`config.mk`:
```
export PLATFORM = sky130hd
export DESIGN_NAME = cache_tags
export DESIGN_NICKNAME = d
export VERILOG_FILES = /design/src/common/cache_pkg.sv /design/src/cache/cache_tags.sv
export SDC_FILE = /design/constraint.sdc
export NUM_CORES = 1
export LEC_CHECK = 0
export BUFFER_PORTS_ARGS = -buffer_cell sky130_fd_sc_hd__buf_2
export CAP_MARGIN = 20
export CORE_MARGIN = 5
export CORE_UTILIZATION = 40
export DETAILED_ROUTE_END_ITERATION = 10
export PLACE_DENSITY = 0.64
export SLEW_MARGIN = 40
export SYNTH_ARGS = -nofsm -noshare
export SYNTH_HDL_FRONTEND = slang
export SYNTH_SLANG_ARGS = --single-unit
```
`constraint.sdc`:
```
create_clock -name i_clock -period 3.24 [get_ports i_clock]
set_input_delay 0.81 -clock i_clock [delete_from_list [all_inputs] [get_ports i_clock]]
set_output_delay 0.81 -clock i_clock [all_outputs]
set_load 0.02 [all_outputs]
```
`src/common/cache_pkg.sv`:
```
package cache_pkg;

    // ####################
    // address geometry
    // ####################

    localparam int addr_width  = 16;
    localparam int data_width  = 32;

    // word within a line
    localparam int offset_bits = 2;
    localparam int line_words  = 2 ** offset_bits;

    // line select
    localparam int index_bits  = 6;
    localparam int line_count  = 2 ** index_bits;

    localparam int tag_bits    = addr_width - index_bits - offset_bits;

    // data ram holds every word of every line
    localparam int mem_addr_width = index_bits + offset_bits;

    // ####################
    // types
    // ####################

    typedef struct packed {
        logic [tag_bits-1:0]    tag;
        logic [index_bits-1:0]  index;
        logic [offset_bits-1:0] offset;
    } addr_fields_t;

    // raw word for the memory port, fields for lookup
    typedef union packed {
        logic [addr_width-1:0] raw;
        addr_fields_t          fields;
    } cache_addr_t;

    typedef enum logic [2:0] {
        idle,
        lookup,
        write_back,
        refill,
        finish
    } ctrl_state_t;

endpackage

```
`src/cache/cache_tags.sv`:
```
module cache_tags (
    input  logic                             i_clock,
    input  logic                             i_rst_n,
    input  logic [cache_pkg::index_bits-1:0] i_index,
    input  logic                             i_fill,
    input  logic [cache_pkg::tag_bits-1:0]   i_fill_tag,
    input  logic                             i_set_dirty,
    output logic [cache_pkg::tag_bits-1:0]   o_tag,
    output logic                             o_valid,
    output logic                             o_dirty
);

    logic [cache_pkg::tag_bits-1:0]   tag_array [cache_pkg::line_count];
    logic [cache_pkg::line_count-1:0] valid_bits;
    logic [cache_pkg::line_count-1:0] dirty_bits;

    // ####################
    // state bits
    // ####################

    always_ff @(posedge i_clock) begin
        if (!i_rst_n) begin
            valid_bits <= '0;
            dirty_bits <= '0;
        end else begin
            if (i_fill) begin
                valid_bits[i_index] <= 1'b1;
                dirty_bits[i_index] <= 1'b0;
            end
            if (i_set_dirty) begin
                dirty_bits[i_index] <= 1'b1;
            end
        end
    end

    // tags only matter once valid
    always_ff @(posedge i_clock) begin
        if (i_fill) begin
            tag_array[i_index] <= i_fill_tag;
        end
    end

    assign o_tag   = tag_array[i_index];
    assign o_valid = valid_bits[i_index];
    assign o_dirty = dirty_bits[i_index];

    // a write only lands on a line that was looked up or refilled
    a_dirty_needs_valid: assert property (
        @(posedge i_clock) disable iff (!i_rst_n)
        i_set_dirty |-> valid_bits[i_index]
    );

endmodule

```
==> metrics.txt <==
post-DR wirelength/cell=27.1 µm; Finished Core Util=0.510; Seq pwr share=0.501; status=complete, but fails checks; worst endpoint required time=2.43 ns; Remaining DRCs=0; vias in the first global route=17200; Max Fanout on Critical Path=8; Setup CP Type=in -> out; final instance area=0.0321 mm²; Slew Limit Headroom=0.436; syn_area_per_cell=15.0 µm²; worst-margin pin slew=0.846 ns; Pre-antenna DRT Iters=6; Crit path largest cell delay=0.52 ns; proportion of layout cells with a drive suffix above 1=0.337; PwrDens=556 mW/mm²; RSZ-0062 raised after global routing=true; global-route wire length before repair=114000 µm; Multi-input gate area=0.00753 mm²; worst hold start=valid_bits[0]$_SDFFE_PN0P_; PortBufs=27; placed cell area=0.0283 mm²; area share of the largest cell type after synthesis=0.606; Filler Cell Count=5078; buffer and inverter count on the worst path=4; worst r2r dst=dirty_bits[33]$_SDFF_PN0_; Peak Freq=272 MHz; DIE HEIGHT=262 µm; # setup viols final=10; CP Cell Sequence=buf_16 -> buf_16 -> mux4_2 -> mux2i_2 -> o22ai_2 -> a211oi_2 -> buf_4 -> nand4_1 -> buf_6; Synth Area in Simple Gates=0.0564; TritonCTS Buffers=67; initial antenna violation count=1; CP arrival=2.87 ns; VDD IR max=0.000326 V; Mapped Nets=1707; Tcrit/Tclk final=1.14; placed cell count=2703; IO Pins=28; WL final=77900 µm; H-tree Lvls=3; Hold Crit Depth=1; mapped cell area=0.0254 mm²; CTS root buffer=clkbuf_16; core area=0.0630 mm²; CP Capture Type=primary output; endpoints failing hold=0; effective utilization at floorplan=0.403; Placer Congestion=0.965; Max-Cap Viols=0; EDFF count, synth=512; main combinational cell family by area after synthesis=compound AO/OA/AOI/OAI gates; Lkg Pwr=10.9 nW; Vias=17400; Critical-path top delay cell=mux4_2; Syn Inst Count=1689; crit-path most repeated cell=buf_16; Post-Synth Adder-Cell Area=0; failing checks=negative setup slack; row cnt=92; vias per inst=6.04; Yosys reg bits=640; Logic pwr share=0.082; non-filler cells, final=2879; Pint=13.8 mW; Sw Share=0.228; switching power=4.07 mW; DIE WIDTH=262 µm; CTS tree=yes; top-count cell post-synth=edfxtp_1; Skew-Pair Late Insertion Delay=0.59 ns; synth top area cells=edfxtp_1, dfxtp_1, mux4_2; Hold/Removal Path Class=reg -> reg; 1st-iter DRT viols=2205; Min Hold Slack=0.467 ns; largest net degree at the start of global routing=83; clock share of power=0.417; Sequential Area=0.0179 mm²; ys flop type=edfxtp_1; DP HPWL=50400 µm; die area=0.0686 mm²; multiplexer share of the synthesized area=0.0691; sink of the worst hold path=valid_bits[0]$_SDFFE_PN0P_; Final ANT Viol Nets=0; Post-synth top cells=edfxtp_1, dfxtp_1, nand2_1; clock skew=0 ns; CTS clk-pin slew, worst paths=0.06 ns; Synth async-reset ratio=0; Yosys cell types=49; sequential-to-total area share from yosys stat=0.707; CP startpoint kind=input pin; grt total ovfl=0; R2R cell count=2; XOR/XNOR share of the synthesized area=0; setup ws final=-0.440 ns; critical path's top delay family=buffers and inverters; flop-to-flop setup slack=2.54 ns; final slew viol count=0; gr usage total=0.224; area delta synth->final=26.5%; fin crit period=3.68 ns; clk sinks=640; Ys Warns=0; worst-case clock buffer depth=3; Layout Nets=1996; Compound-Gate Fraction of Synth Area=0.140; worst reg2reg startpoint=dirty_bits[33]$_SDFF_PN0_; top cell type by total area after synthesis=edfxtp_1
[routing by layer]
| metal | track usage | part of all wire | vias to the layer above | wire length, µm |
|---|---|---|---|---|
| met3 | 0.0497 | 0.11 | 191 | 8240 |
| met5 | 0 | 0 | - | 0 |
| li1 | - | - | 7314 | - |
| met2 | 0.345 | 0.46 | 1026 | 35600 |
| met4 | 0.0854 | 0.038 | 0 | 3000 |
| met1 | 0.313 | 0.40 | 8850 | 31000 |
[state kept, by name, indices dropped and copies added, names as in the netlist]
signal and flops:
dirty_bits 64, valid_bits 64, tag_array 512
[kinds of logic after synthesis]
logic type             Yosys count
DFF                            640
AOI/OAI and AO/OA              490
and+or+nand+nor                305
buffers and inverters          144
muxes                          110
[final cells by class]
cell class,instances,area share
timing repair buffer,361,0.107
tap,846,0.0330
clock buffer,94,0.0589
multi-input combinational,905,0.235
inverter,3,0.000351
clock inverter,28,0.00706
sequential,640,0.559
antenna,2,0.000156
[placed cells by master, fill, tap and decap left out, types with 16 or more instances in the layout]
master	n
nor2_1	80
mux4_2	48
a221oi_2	47
o21a_1	64
clkbuf_1	19
a21boi_0	62
mux2_2	36
clkbuf_16	72
buf_12	25
buf_6	28
edfxtp_1	512
buf_4	273
o22ai_1	22
a22oi_1	46
dfxtp_1	128
o21ai_0	79
a221oi_1	52
nand2_1	120
mux2i_1	16
a22oi_2	17
a21oi_1	23
[repair_timing]
item                                    4_1_cts  5_1_grt
endpoints found under the setup margin       10       10
resized for setup                           168       65
buffers inserted                             30       16
pin swaps                                    39       26
endpoints found under the hold margin         0        0
hold buffers                                  0        0
gates cloned                                  7        2
[worst register-to-register path, delay by kind of cell, from the launching register on]
kind,cells,cell delay (ns)
compound gates,2,0.29
flops,1,0.33
[per-stage QoR]
step | total power, mW | worst slack, ns | setup TNS (ns)
floorplan | 9.67 | 0.146 | 0
global placement | 10.3 | -0.989 | -6.48
detailed placement | 10.3 | -0.975 | -6.68
CTS | 17.9 | -0.432 | -3.59
global route | 18.4 | -0.469 | -4.14
finish | 17.8 | -0.440 | -3.86
[how the worst max path moves through the flow]
| stage | from | to | slack, ns | depth (start not counted) |
|---|---|---|---|---|
| after floorplan | i_index[1] | o_dirty | 0.15 | 8 |
| after global placement | i_index[0] | o_tag[1] | -0.99 | 8 |
| after detailed placement | i_index[0] | o_tag[1] | -0.97 | 8 |
| after CTS | i_index[0] | o_tag[4] | -0.43 | 8 |
| after global routing | i_index[0] | o_tag[3] | -0.47 | 9 |
| final | i_index[0] | o_tag[2] | -0.44 | 9 |
[power by group through the flow]
stage                     Sequential, mW  Clock, mW  Combinational, mW
after CTS                           8.94       7.56               1.35
after floorplan                     9.11          0              0.560
after global placement              9.11          0               1.17
after detailed placement            9.11          0               1.18
final                               8.94       7.45               1.46
after global routing                8.94       7.91               1.51
No activity file was read; power rests on OpenSTA's default activity.
