<file path="src/common/cache_pkg.sv">
package cache_pkg;

    // ####################
    // address geometry
    // ####################

    localparam int addr_width  = 16;
    localparam int data_width  = 32;

    // word within a line
    localparam int offset_bits = 2;
    localparam int line_words  = 2 ** offset_bits;

    // line select
    localparam int index_bits  = 6;
    localparam int line_count  = 2 ** index_bits;

    localparam int tag_bits    = addr_width - index_bits - offset_bits;

    // data ram holds every word of every line
    localparam int mem_addr_width = index_bits + offset_bits;

    // ####################
    // types
    // ####################

    typedef struct packed {
        logic [tag_bits-1:0]    tag;
        logic [index_bits-1:0]  index;
        logic [offset_bits-1:0] offset;
    } addr_fields_t;

    // raw word for the memory port, fields for lookup
    typedef union packed {
        logic [addr_width-1:0] raw;
        addr_fields_t          fields;
    } cache_addr_t;

    typedef enum logic [2:0] {
        idle,
        lookup,
        write_back,
        refill,
        finish
    } ctrl_state_t;

endpackage

</file>
<file path="src/common/mem_port_if.sv">
interface mem_port_if;

    // controller side
    logic                             req;
    logic                             we;
    logic [cache_pkg::addr_width-1:0] addr;
    logic [cache_pkg::data_width-1:0] wdata;

    // memory side
    logic [cache_pkg::data_width-1:0] rdata;
    logic                             ack;

    // one word per ack, request held until then
    modport master (
        output req,
        output we,
        output addr,
        output wdata,
        input  rdata,
        input  ack
    );

    modport slave (
        input  req,
        input  we,
        input  addr,
        input  wdata,
        output rdata,
        output ack
    );

endinterface

</file>
<file path="src/cache/cache_ctrl.sv">
module cache_ctrl (
    input  logic                                 i_clock,
    input  logic                                 i_rst_n,

    // processor side
    input  logic                                 i_req,
    input  logic                                 i_wr,
    input  logic [cache_pkg::addr_width-1:0]     i_addr,
    input  logic [cache_pkg::data_width-1:0]     i_wdata,
    output logic                                 o_done,
    output logic                                 o_busy,
    output logic [cache_pkg::data_width-1:0]     o_rdata,

    // backing memory
    mem_port_if.master                           mem,

    // tag store
    output logic [cache_pkg::index_bits-1:0]     o_tag_index,
    output logic                                 o_fill,
    output logic [cache_pkg::tag_bits-1:0]       o_fill_tag,
    output logic                                 o_set_dirty,
    input  logic [cache_pkg::tag_bits-1:0]       i_tag,
    input  logic                                 i_valid,
    input  logic                                 i_dirty,

    // data ram
    output logic [cache_pkg::mem_addr_width-1:0] o_ram_addr,
    output logic                                 o_ram_wr,
    output logic [cache_pkg::data_width-1:0]     o_ram_wdata,
    input  logic [cache_pkg::data_width-1:0]     i_ram_rdata
);

    cache_pkg::ctrl_state_t           state;
    cache_pkg::cache_addr_t           req_addr;
    cache_pkg::cache_addr_t           mem_addr;
    logic                             req_wr;
    logic [cache_pkg::data_width-1:0] req_wdata;
    logic [cache_pkg::offset_bits-1:0] word_cnt;
    logic                             last_word;
    logic                             hit;
    logic                             serve;
    logic                             line_xfer;

    // ####################
    // sequencing
    // ####################

    assign hit       = i_valid && (i_tag == req_addr.fields.tag);
    assign last_word = (word_cnt == cache_pkg::offset_bits'(cache_pkg::line_words - 1));

    always_ff @(posedge i_clock) begin
        if (!i_rst_n) begin
            state    <= cache_pkg::idle;
            word_cnt <= '0;
        end else begin
            case (state)
                cache_pkg::idle: begin
                    if (i_req) begin
                        state <= cache_pkg::lookup;
                    end
                end
                cache_pkg::lookup: begin
                    word_cnt <= '0;
                    if (hit) begin
                        state <= cache_pkg::idle;
                    end else if (i_valid && i_dirty) begin
                        state <= cache_pkg::write_back;
                    end else begin
                        state <= cache_pkg::refill;
                    end
                end
                cache_pkg::write_back: begin
                    if (mem.ack) begin
                        word_cnt <= word_cnt + 1'b1;
                        if (last_word) begin
                            state <= cache_pkg::refill;
                        end
                    end
                end
                cache_pkg::refill: begin
                    if (mem.ack) begin
                        word_cnt <= word_cnt + 1'b1;
                        if (last_word) begin
                            state <= cache_pkg::finish;
                        end
                    end
                end
                default: begin
                    state <= cache_pkg::idle;
                end
            endcase
        end
    end

    // request capture
    always_ff @(posedge i_clock) begin
        if (state == cache_pkg::idle && i_req) begin
            req_addr.raw <= i_addr;
            req_wr       <= i_wr;
            req_wdata    <= i_wdata;
        end
    end

    // ####################
    // datapath
    // ####################

    assign serve     = (state == cache_pkg::lookup && hit) || (state == cache_pkg::finish);
    assign line_xfer = (state == cache_pkg::write_back) || (state == cache_pkg::refill);

    assign o_done  = serve;
    assign o_busy  = (state != cache_pkg::idle);
    assign o_rdata = i_ram_rdata;

    assign o_tag_index = req_addr.fields.index;
    assign o_fill      = (state == cache_pkg::refill) && mem.ack && last_word;
    assign o_fill_tag  = req_addr.fields.tag;
    assign o_set_dirty = serve && req_wr;

    // burst walks the line, otherwise the requested word
    assign o_ram_addr  = {req_addr.fields.index, line_xfer ? word_cnt : req_addr.fields.offset};
    assign o_ram_wr    = (serve && req_wr) || ((state == cache_pkg::refill) && mem.ack);
    assign o_ram_wdata = (state == cache_pkg::refill) ? mem.rdata : req_wdata;

    // victim tag is still in the store during write-back
    always_comb begin
        mem_addr.fields.tag    = (state == cache_pkg::write_back) ? i_tag : req_addr.fields.tag;
        mem_addr.fields.index  = req_addr.fields.index;
        mem_addr.fields.offset = word_cnt;
    end

    assign mem.req   = line_xfer;
    assign mem.we    = (state == cache_pkg::write_back);
    assign mem.addr  = mem_addr.raw;
    assign mem.wdata = i_ram_rdata;

    // ####################
    // checks
    // ####################

    a_mem_req_held: assert property (
        @(posedge i_clock) disable iff (!i_rst_n)
        mem.req && !mem.ack |=> mem.req && $stable(mem.addr) && $stable(mem.we)
    );

    a_no_req_busy: assert property (
        @(posedge i_clock) disable iff (!i_rst_n)
        i_req |-> !o_busy
    );

endmodule

</file>
<file path="src/flat_wrapper.sv">
// flat-port wrapper written by rule: the top's interface ports become plain ports
module cache_ctrl_flat 
  (i_clock, i_rst_n, i_req, i_wr, i_addr, i_wdata, o_done, o_busy, o_rdata, o_tag_index, o_fill, o_fill_tag, o_set_dirty, i_tag, i_valid, i_dirty, o_ram_addr, o_ram_wr, o_ram_wdata, i_ram_rdata, mem_req, mem_we, mem_addr, mem_wdata, mem_rdata, mem_ack);
  mem_port_if mem_i ();
  input  logic i_clock;
  input  logic i_rst_n;
  input  logic i_req;
  input  logic i_wr;
  input  logic [cache_pkg::addr_width-1:0] i_addr;
  input  logic [cache_pkg::data_width-1:0] i_wdata;
  output logic o_done;
  output logic o_busy;
  output logic [cache_pkg::data_width-1:0] o_rdata;
  output logic [cache_pkg::index_bits-1:0] o_tag_index;
  output logic o_fill;
  output logic [cache_pkg::tag_bits-1:0] o_fill_tag;
  output logic o_set_dirty;
  input  logic [cache_pkg::tag_bits-1:0] i_tag;
  input  logic i_valid;
  input  logic i_dirty;
  output logic [cache_pkg::mem_addr_width-1:0] o_ram_addr;
  output logic o_ram_wr;
  output logic [cache_pkg::data_width-1:0] o_ram_wdata;
  input  logic [cache_pkg::data_width-1:0] i_ram_rdata;
  output wire logic [$bits(mem_i.req)-1:0] mem_req;
  output wire logic [$bits(mem_i.we)-1:0] mem_we;
  output wire logic [$bits(mem_i.addr)-1:0] mem_addr;
  output wire logic [$bits(mem_i.wdata)-1:0] mem_wdata;
  input wire logic [$bits(mem_i.rdata)-1:0] mem_rdata;
  input wire logic [$bits(mem_i.ack)-1:0] mem_ack;
  assign mem_req = mem_i.req;
  assign mem_we = mem_i.we;
  assign mem_addr = mem_i.addr;
  assign mem_wdata = mem_i.wdata;
  assign mem_i.rdata = mem_rdata;
  assign mem_i.ack = mem_ack;
  cache_ctrl u_core (.i_clock(i_clock), .i_rst_n(i_rst_n), .i_req(i_req), .i_wr(i_wr), .i_addr(i_addr), .i_wdata(i_wdata), .o_done(o_done), .o_busy(o_busy), .o_rdata(o_rdata), .mem(mem_i), .o_tag_index(o_tag_index), .o_fill(o_fill), .o_fill_tag(o_fill_tag), .o_set_dirty(o_set_dirty), .i_tag(i_tag), .i_valid(i_valid), .i_dirty(i_dirty), .o_ram_addr(o_ram_addr), .o_ram_wr(o_ram_wr), .o_ram_wdata(o_ram_wdata), .i_ram_rdata(i_ram_rdata));
endmodule
</file>
<file path="config.mk">
export PLATFORM = sky130hd
export DESIGN_NAME = cache_ctrl_flat
export DESIGN_NICKNAME = d
export VERILOG_FILES = /design/src/common/cache_pkg.sv /design/src/common/mem_port_if.sv /design/src/cache/cache_ctrl.sv /design/src/flat_wrapper.sv
export SDC_FILE = /design/constraint.sdc
export NUM_CORES = 1
export LEC_CHECK = 0
export BUFFER_PORTS_ARGS = -buffer_cell sky130_fd_sc_hd__buf_2
export CELL_PAD_IN_SITES_DETAIL_PLACEMENT = 1
export CELL_PAD_IN_SITES_GLOBAL_PLACEMENT = 1
export CORE_MARGIN = 2
export CORE_UTILIZATION = 25
export DETAILED_ROUTE_END_ITERATION = 8
export PLACE_DENSITY_LB_ADDON = 0.12
export SETUP_SLACK_MARGIN = 0.4
export SYNTH_ARGS = -nofsm -noshare
export SYNTH_HDL_FRONTEND = slang
export SYNTH_SLANG_ARGS = --single-unit
</file>
<file path="constraint.sdc">
create_clock -name i_clock -period 3.6 [get_ports i_clock]
set_clock_uncertainty 0.2 [all_clocks]
set_input_delay 0.18 -clock i_clock [delete_from_list [all_inputs] [get_ports i_clock]]
set_output_delay 0.18 -clock i_clock [all_outputs]
set_load 0.01 [all_outputs]
</file>
==> flow_summary_export.csv <==
group,metric,value,unit
outcome,outcome,"completed",
clock_tree,clkTransAtPathRegs,0.07,ns
clock_tree,cts_sinks,54,
critical_path,cp-start-kind,"register",
grt,grt_max_degree,35,
clock_tree,h-tree-depth,2,
detailed_routing,routedWlPerCell,15.2,um
timing,tns,0,ns
synth,synthCells,252,
timing,relSlewSlack,0.246,
die,die-height,118,um
detailed_routing,wl,8440,um
detailed_routing,firstDrtPassIters,4,
synth,ys.warnings.count,0,
pwr,p_comb_frac,0.234,
critical_path,critPathCaptureType,"output port",
clock_tree,root_buffer,"clkbuf_16",
grt,antenna_found_initial,0,
clock_tree,cts_max_path_buffers,2,
detailed_routing,postRouteAntennaNets,0,
pwr,leakage,1.93,nW
layout,final_common_cell,"buf_2",
layout,diodes,0,
layout,stdcell_area,4270,um2
place,io_buffers,171,
synth,async_reset_ff_frac,0,
die,start_util,0.257,
hold_path,hp-class,"input port to register",
die,rows,41,
detailed_routing,drt_iter0_drc,72,
place,gp_congestion,0.739,
timing,period_share,0.775,
die,io_pins,268,
timing,hold_viol,0,
layout,final_cell_mix,"171 x buf_2, 50 x dlygate4sd3_1, 49 x edfxtp_1",
die,core_area,12700,um2
die,die_w,118,um
synth,syn_area,3270,um2
layout,area_delta_synth_final,30.6,%
critical_path,arrival,2.41,ns
pwr,p_sw_frac,0.266,
clock_tree,cts_setup_buffers,0,
pwr,seqPwrFrac,0.438,
synth,synth.distinct_cells,35,
synth,syn_avg_cell_area,13.0,um2
synth,synth_edf_count,49,
critical_path,crit_type,"register to output port",
grt,grt_pass1_wl,13100,um
timing,final-setup-viol-count,0,
pwr,irDropWorstVdd,136,uV
timing,drv_slew,0,
clock_tree,clk_latency,0.31,ns
timing,tightestPinTransition,1.13,ns
synth,ys_seq_elements,54,
timing,fmax,358,MHz
synth,seq_area_frac_synth,0.480,
timing,fin_hold_ws,0.0431,ns
pwr,p_switching,0.000478,W
pwr,p_int,0.00131,W
grt,grt_overflow,0,
place,hpwl,6380,um
critical_path,required,3.22,ns
grt,grtUsageTotal,0.120,
pwr,finalPower,0.00179,W
grt,grt_pass1_vias,2423,
critical_path,path_max_fanout,34,
layout,nNetsFinal,512,
flow_run,drv_cap,0,
pwr,powerDensity,419,nW/um2
layout,drive_gt1_frac,0.584,
clock_tree,post_cts_resized,0,
layout,utilization,0.336,
timing,fin_crit,2.79,ns
die,dieArea,14000,um2
clock_tree,tritoncts,"built",
detailed_routing,viasPerCell,3.98,
pwr,clock_power_share,0.327,
detailed_routing,vias,2218,
timing,rsz0062_at_grt,"no",
detailed_routing,drc,0,
clock_tree,cts_buffers,5,
place,dpl_cell_area,3600,um2
synth,syn_nets,380,
clock_tree,holdBufCountCts,50,
synth,synthFlopType,"edfxtp_1",
critical path, stage by stage (launching register included):
cell and delay (ns):
dfxtp_1 0.47, nand2b_4 0.19, or2_2 0.87, mux2_2 0.42
buf_2 0.14
state kept, by name, summed over array words and instances (netlist names):
| register | cells |
|---|---|
| u_core.req_wr | 1 |
| u_core.req_addr | 16 |
| u_core.word_cnt | 2 |
| u_core.state | 3 |
| u_core.req_wdata | 32 |
cells by family after synthesis:
family	Yosys count	synth area share
flops	54	0.480
buf+inv	102	0.241
simple gates	29	0.0474
xor+xnor	8	0.0214
mux	41	0.173
fa+ha+maj	1	0.00382
compound gates	17	0.0329
synthesized netlist by cell type, drive strengths merged, types with 2 or more instances:
| library cell | instances | share of area |
|---|---|---|
| inv | 5 | 0.0057 |
| nor2 | 7 | 0.0088 |
| a21oi | 4 | 0.0061 |
| o21ai | 6 | 0.0092 |
| nand3 | 2 | 0.0031 |
| dfxtp | 5 | 0.031 |
| mux2 | 41 | 0.17 |
| nand2 | 8 | 0.0092 |
| xnor2 | 8 | 0.021 |
| buf | 96 | 0.23 |
| edfxtp | 49 | 0.45 |
| nand2b | 3 | 0.0080 |
per-layer routing:
layer | track usage | vias up | wire length [um]
li1 | - | 1050 | -
met1 | 0.121 | 998 | 3000
met3 | 0.0594 | 22 | 938
met5 | 0 | - | 0
met2 | 0.212 | 148 | 4300
met4 | 0.0446 | 0 | 206
power by group through the flow:
| stage | sequential [W] | clock [W] | combinational, W |
|---|---|---|---|
| after detailed placement | 0.000802 | 0 | 0.000386 |
| final | 0.000786 | 0.000587 | 0.000420 |
| after global routing | 0.000794 | 0.000637 | 0.000459 |
| after CTS | 0.000788 | 0.000621 | 0.000430 |
| after floorplan | 0.000787 | 0 | 0.000332 |
| after global placement | 0.000802 | 0 | 0.000382 |
worst paths after layout:
kind | to | startpoint | cells past startpoint | slack [ns]
max | o_ram_wdata[2] | u_core.state[2] | 4 | 0.81
min | u_core.state[0] | i_dirty | 4 | 0.04
max reg2reg | u_core.req_wdata[18] | u_core.state[0] | 3 | 1.36
min reg2reg | u_core.word_cnt[1] | u_core.word_cnt[1] | 2 | 0.35
final cells by class:
| class | instances | area [um2] |
|---|---|---|
| clock buffer | 5 | 125 |
| tap | 172 | 215 |
| inverter | 5 | 18.8 |
| multi-input combinational | 96 | 920 |
| timing repair buffer | 222 | 1380 |
| sequential | 54 | 1570 |
| clock inverter | 3 | 47.5 |
| fill | 1456 | 8450 |
per-stage QoR:
stage	setup WS [ns]	cells
after global placement	1.14	499
after global routing	0.613	557
final	0.810	557
after floorplan	0.829	252
after CTS	0.728	557
after detailed placement	1.07	499
Note: power is estimated with default switching activity, not from simulation.
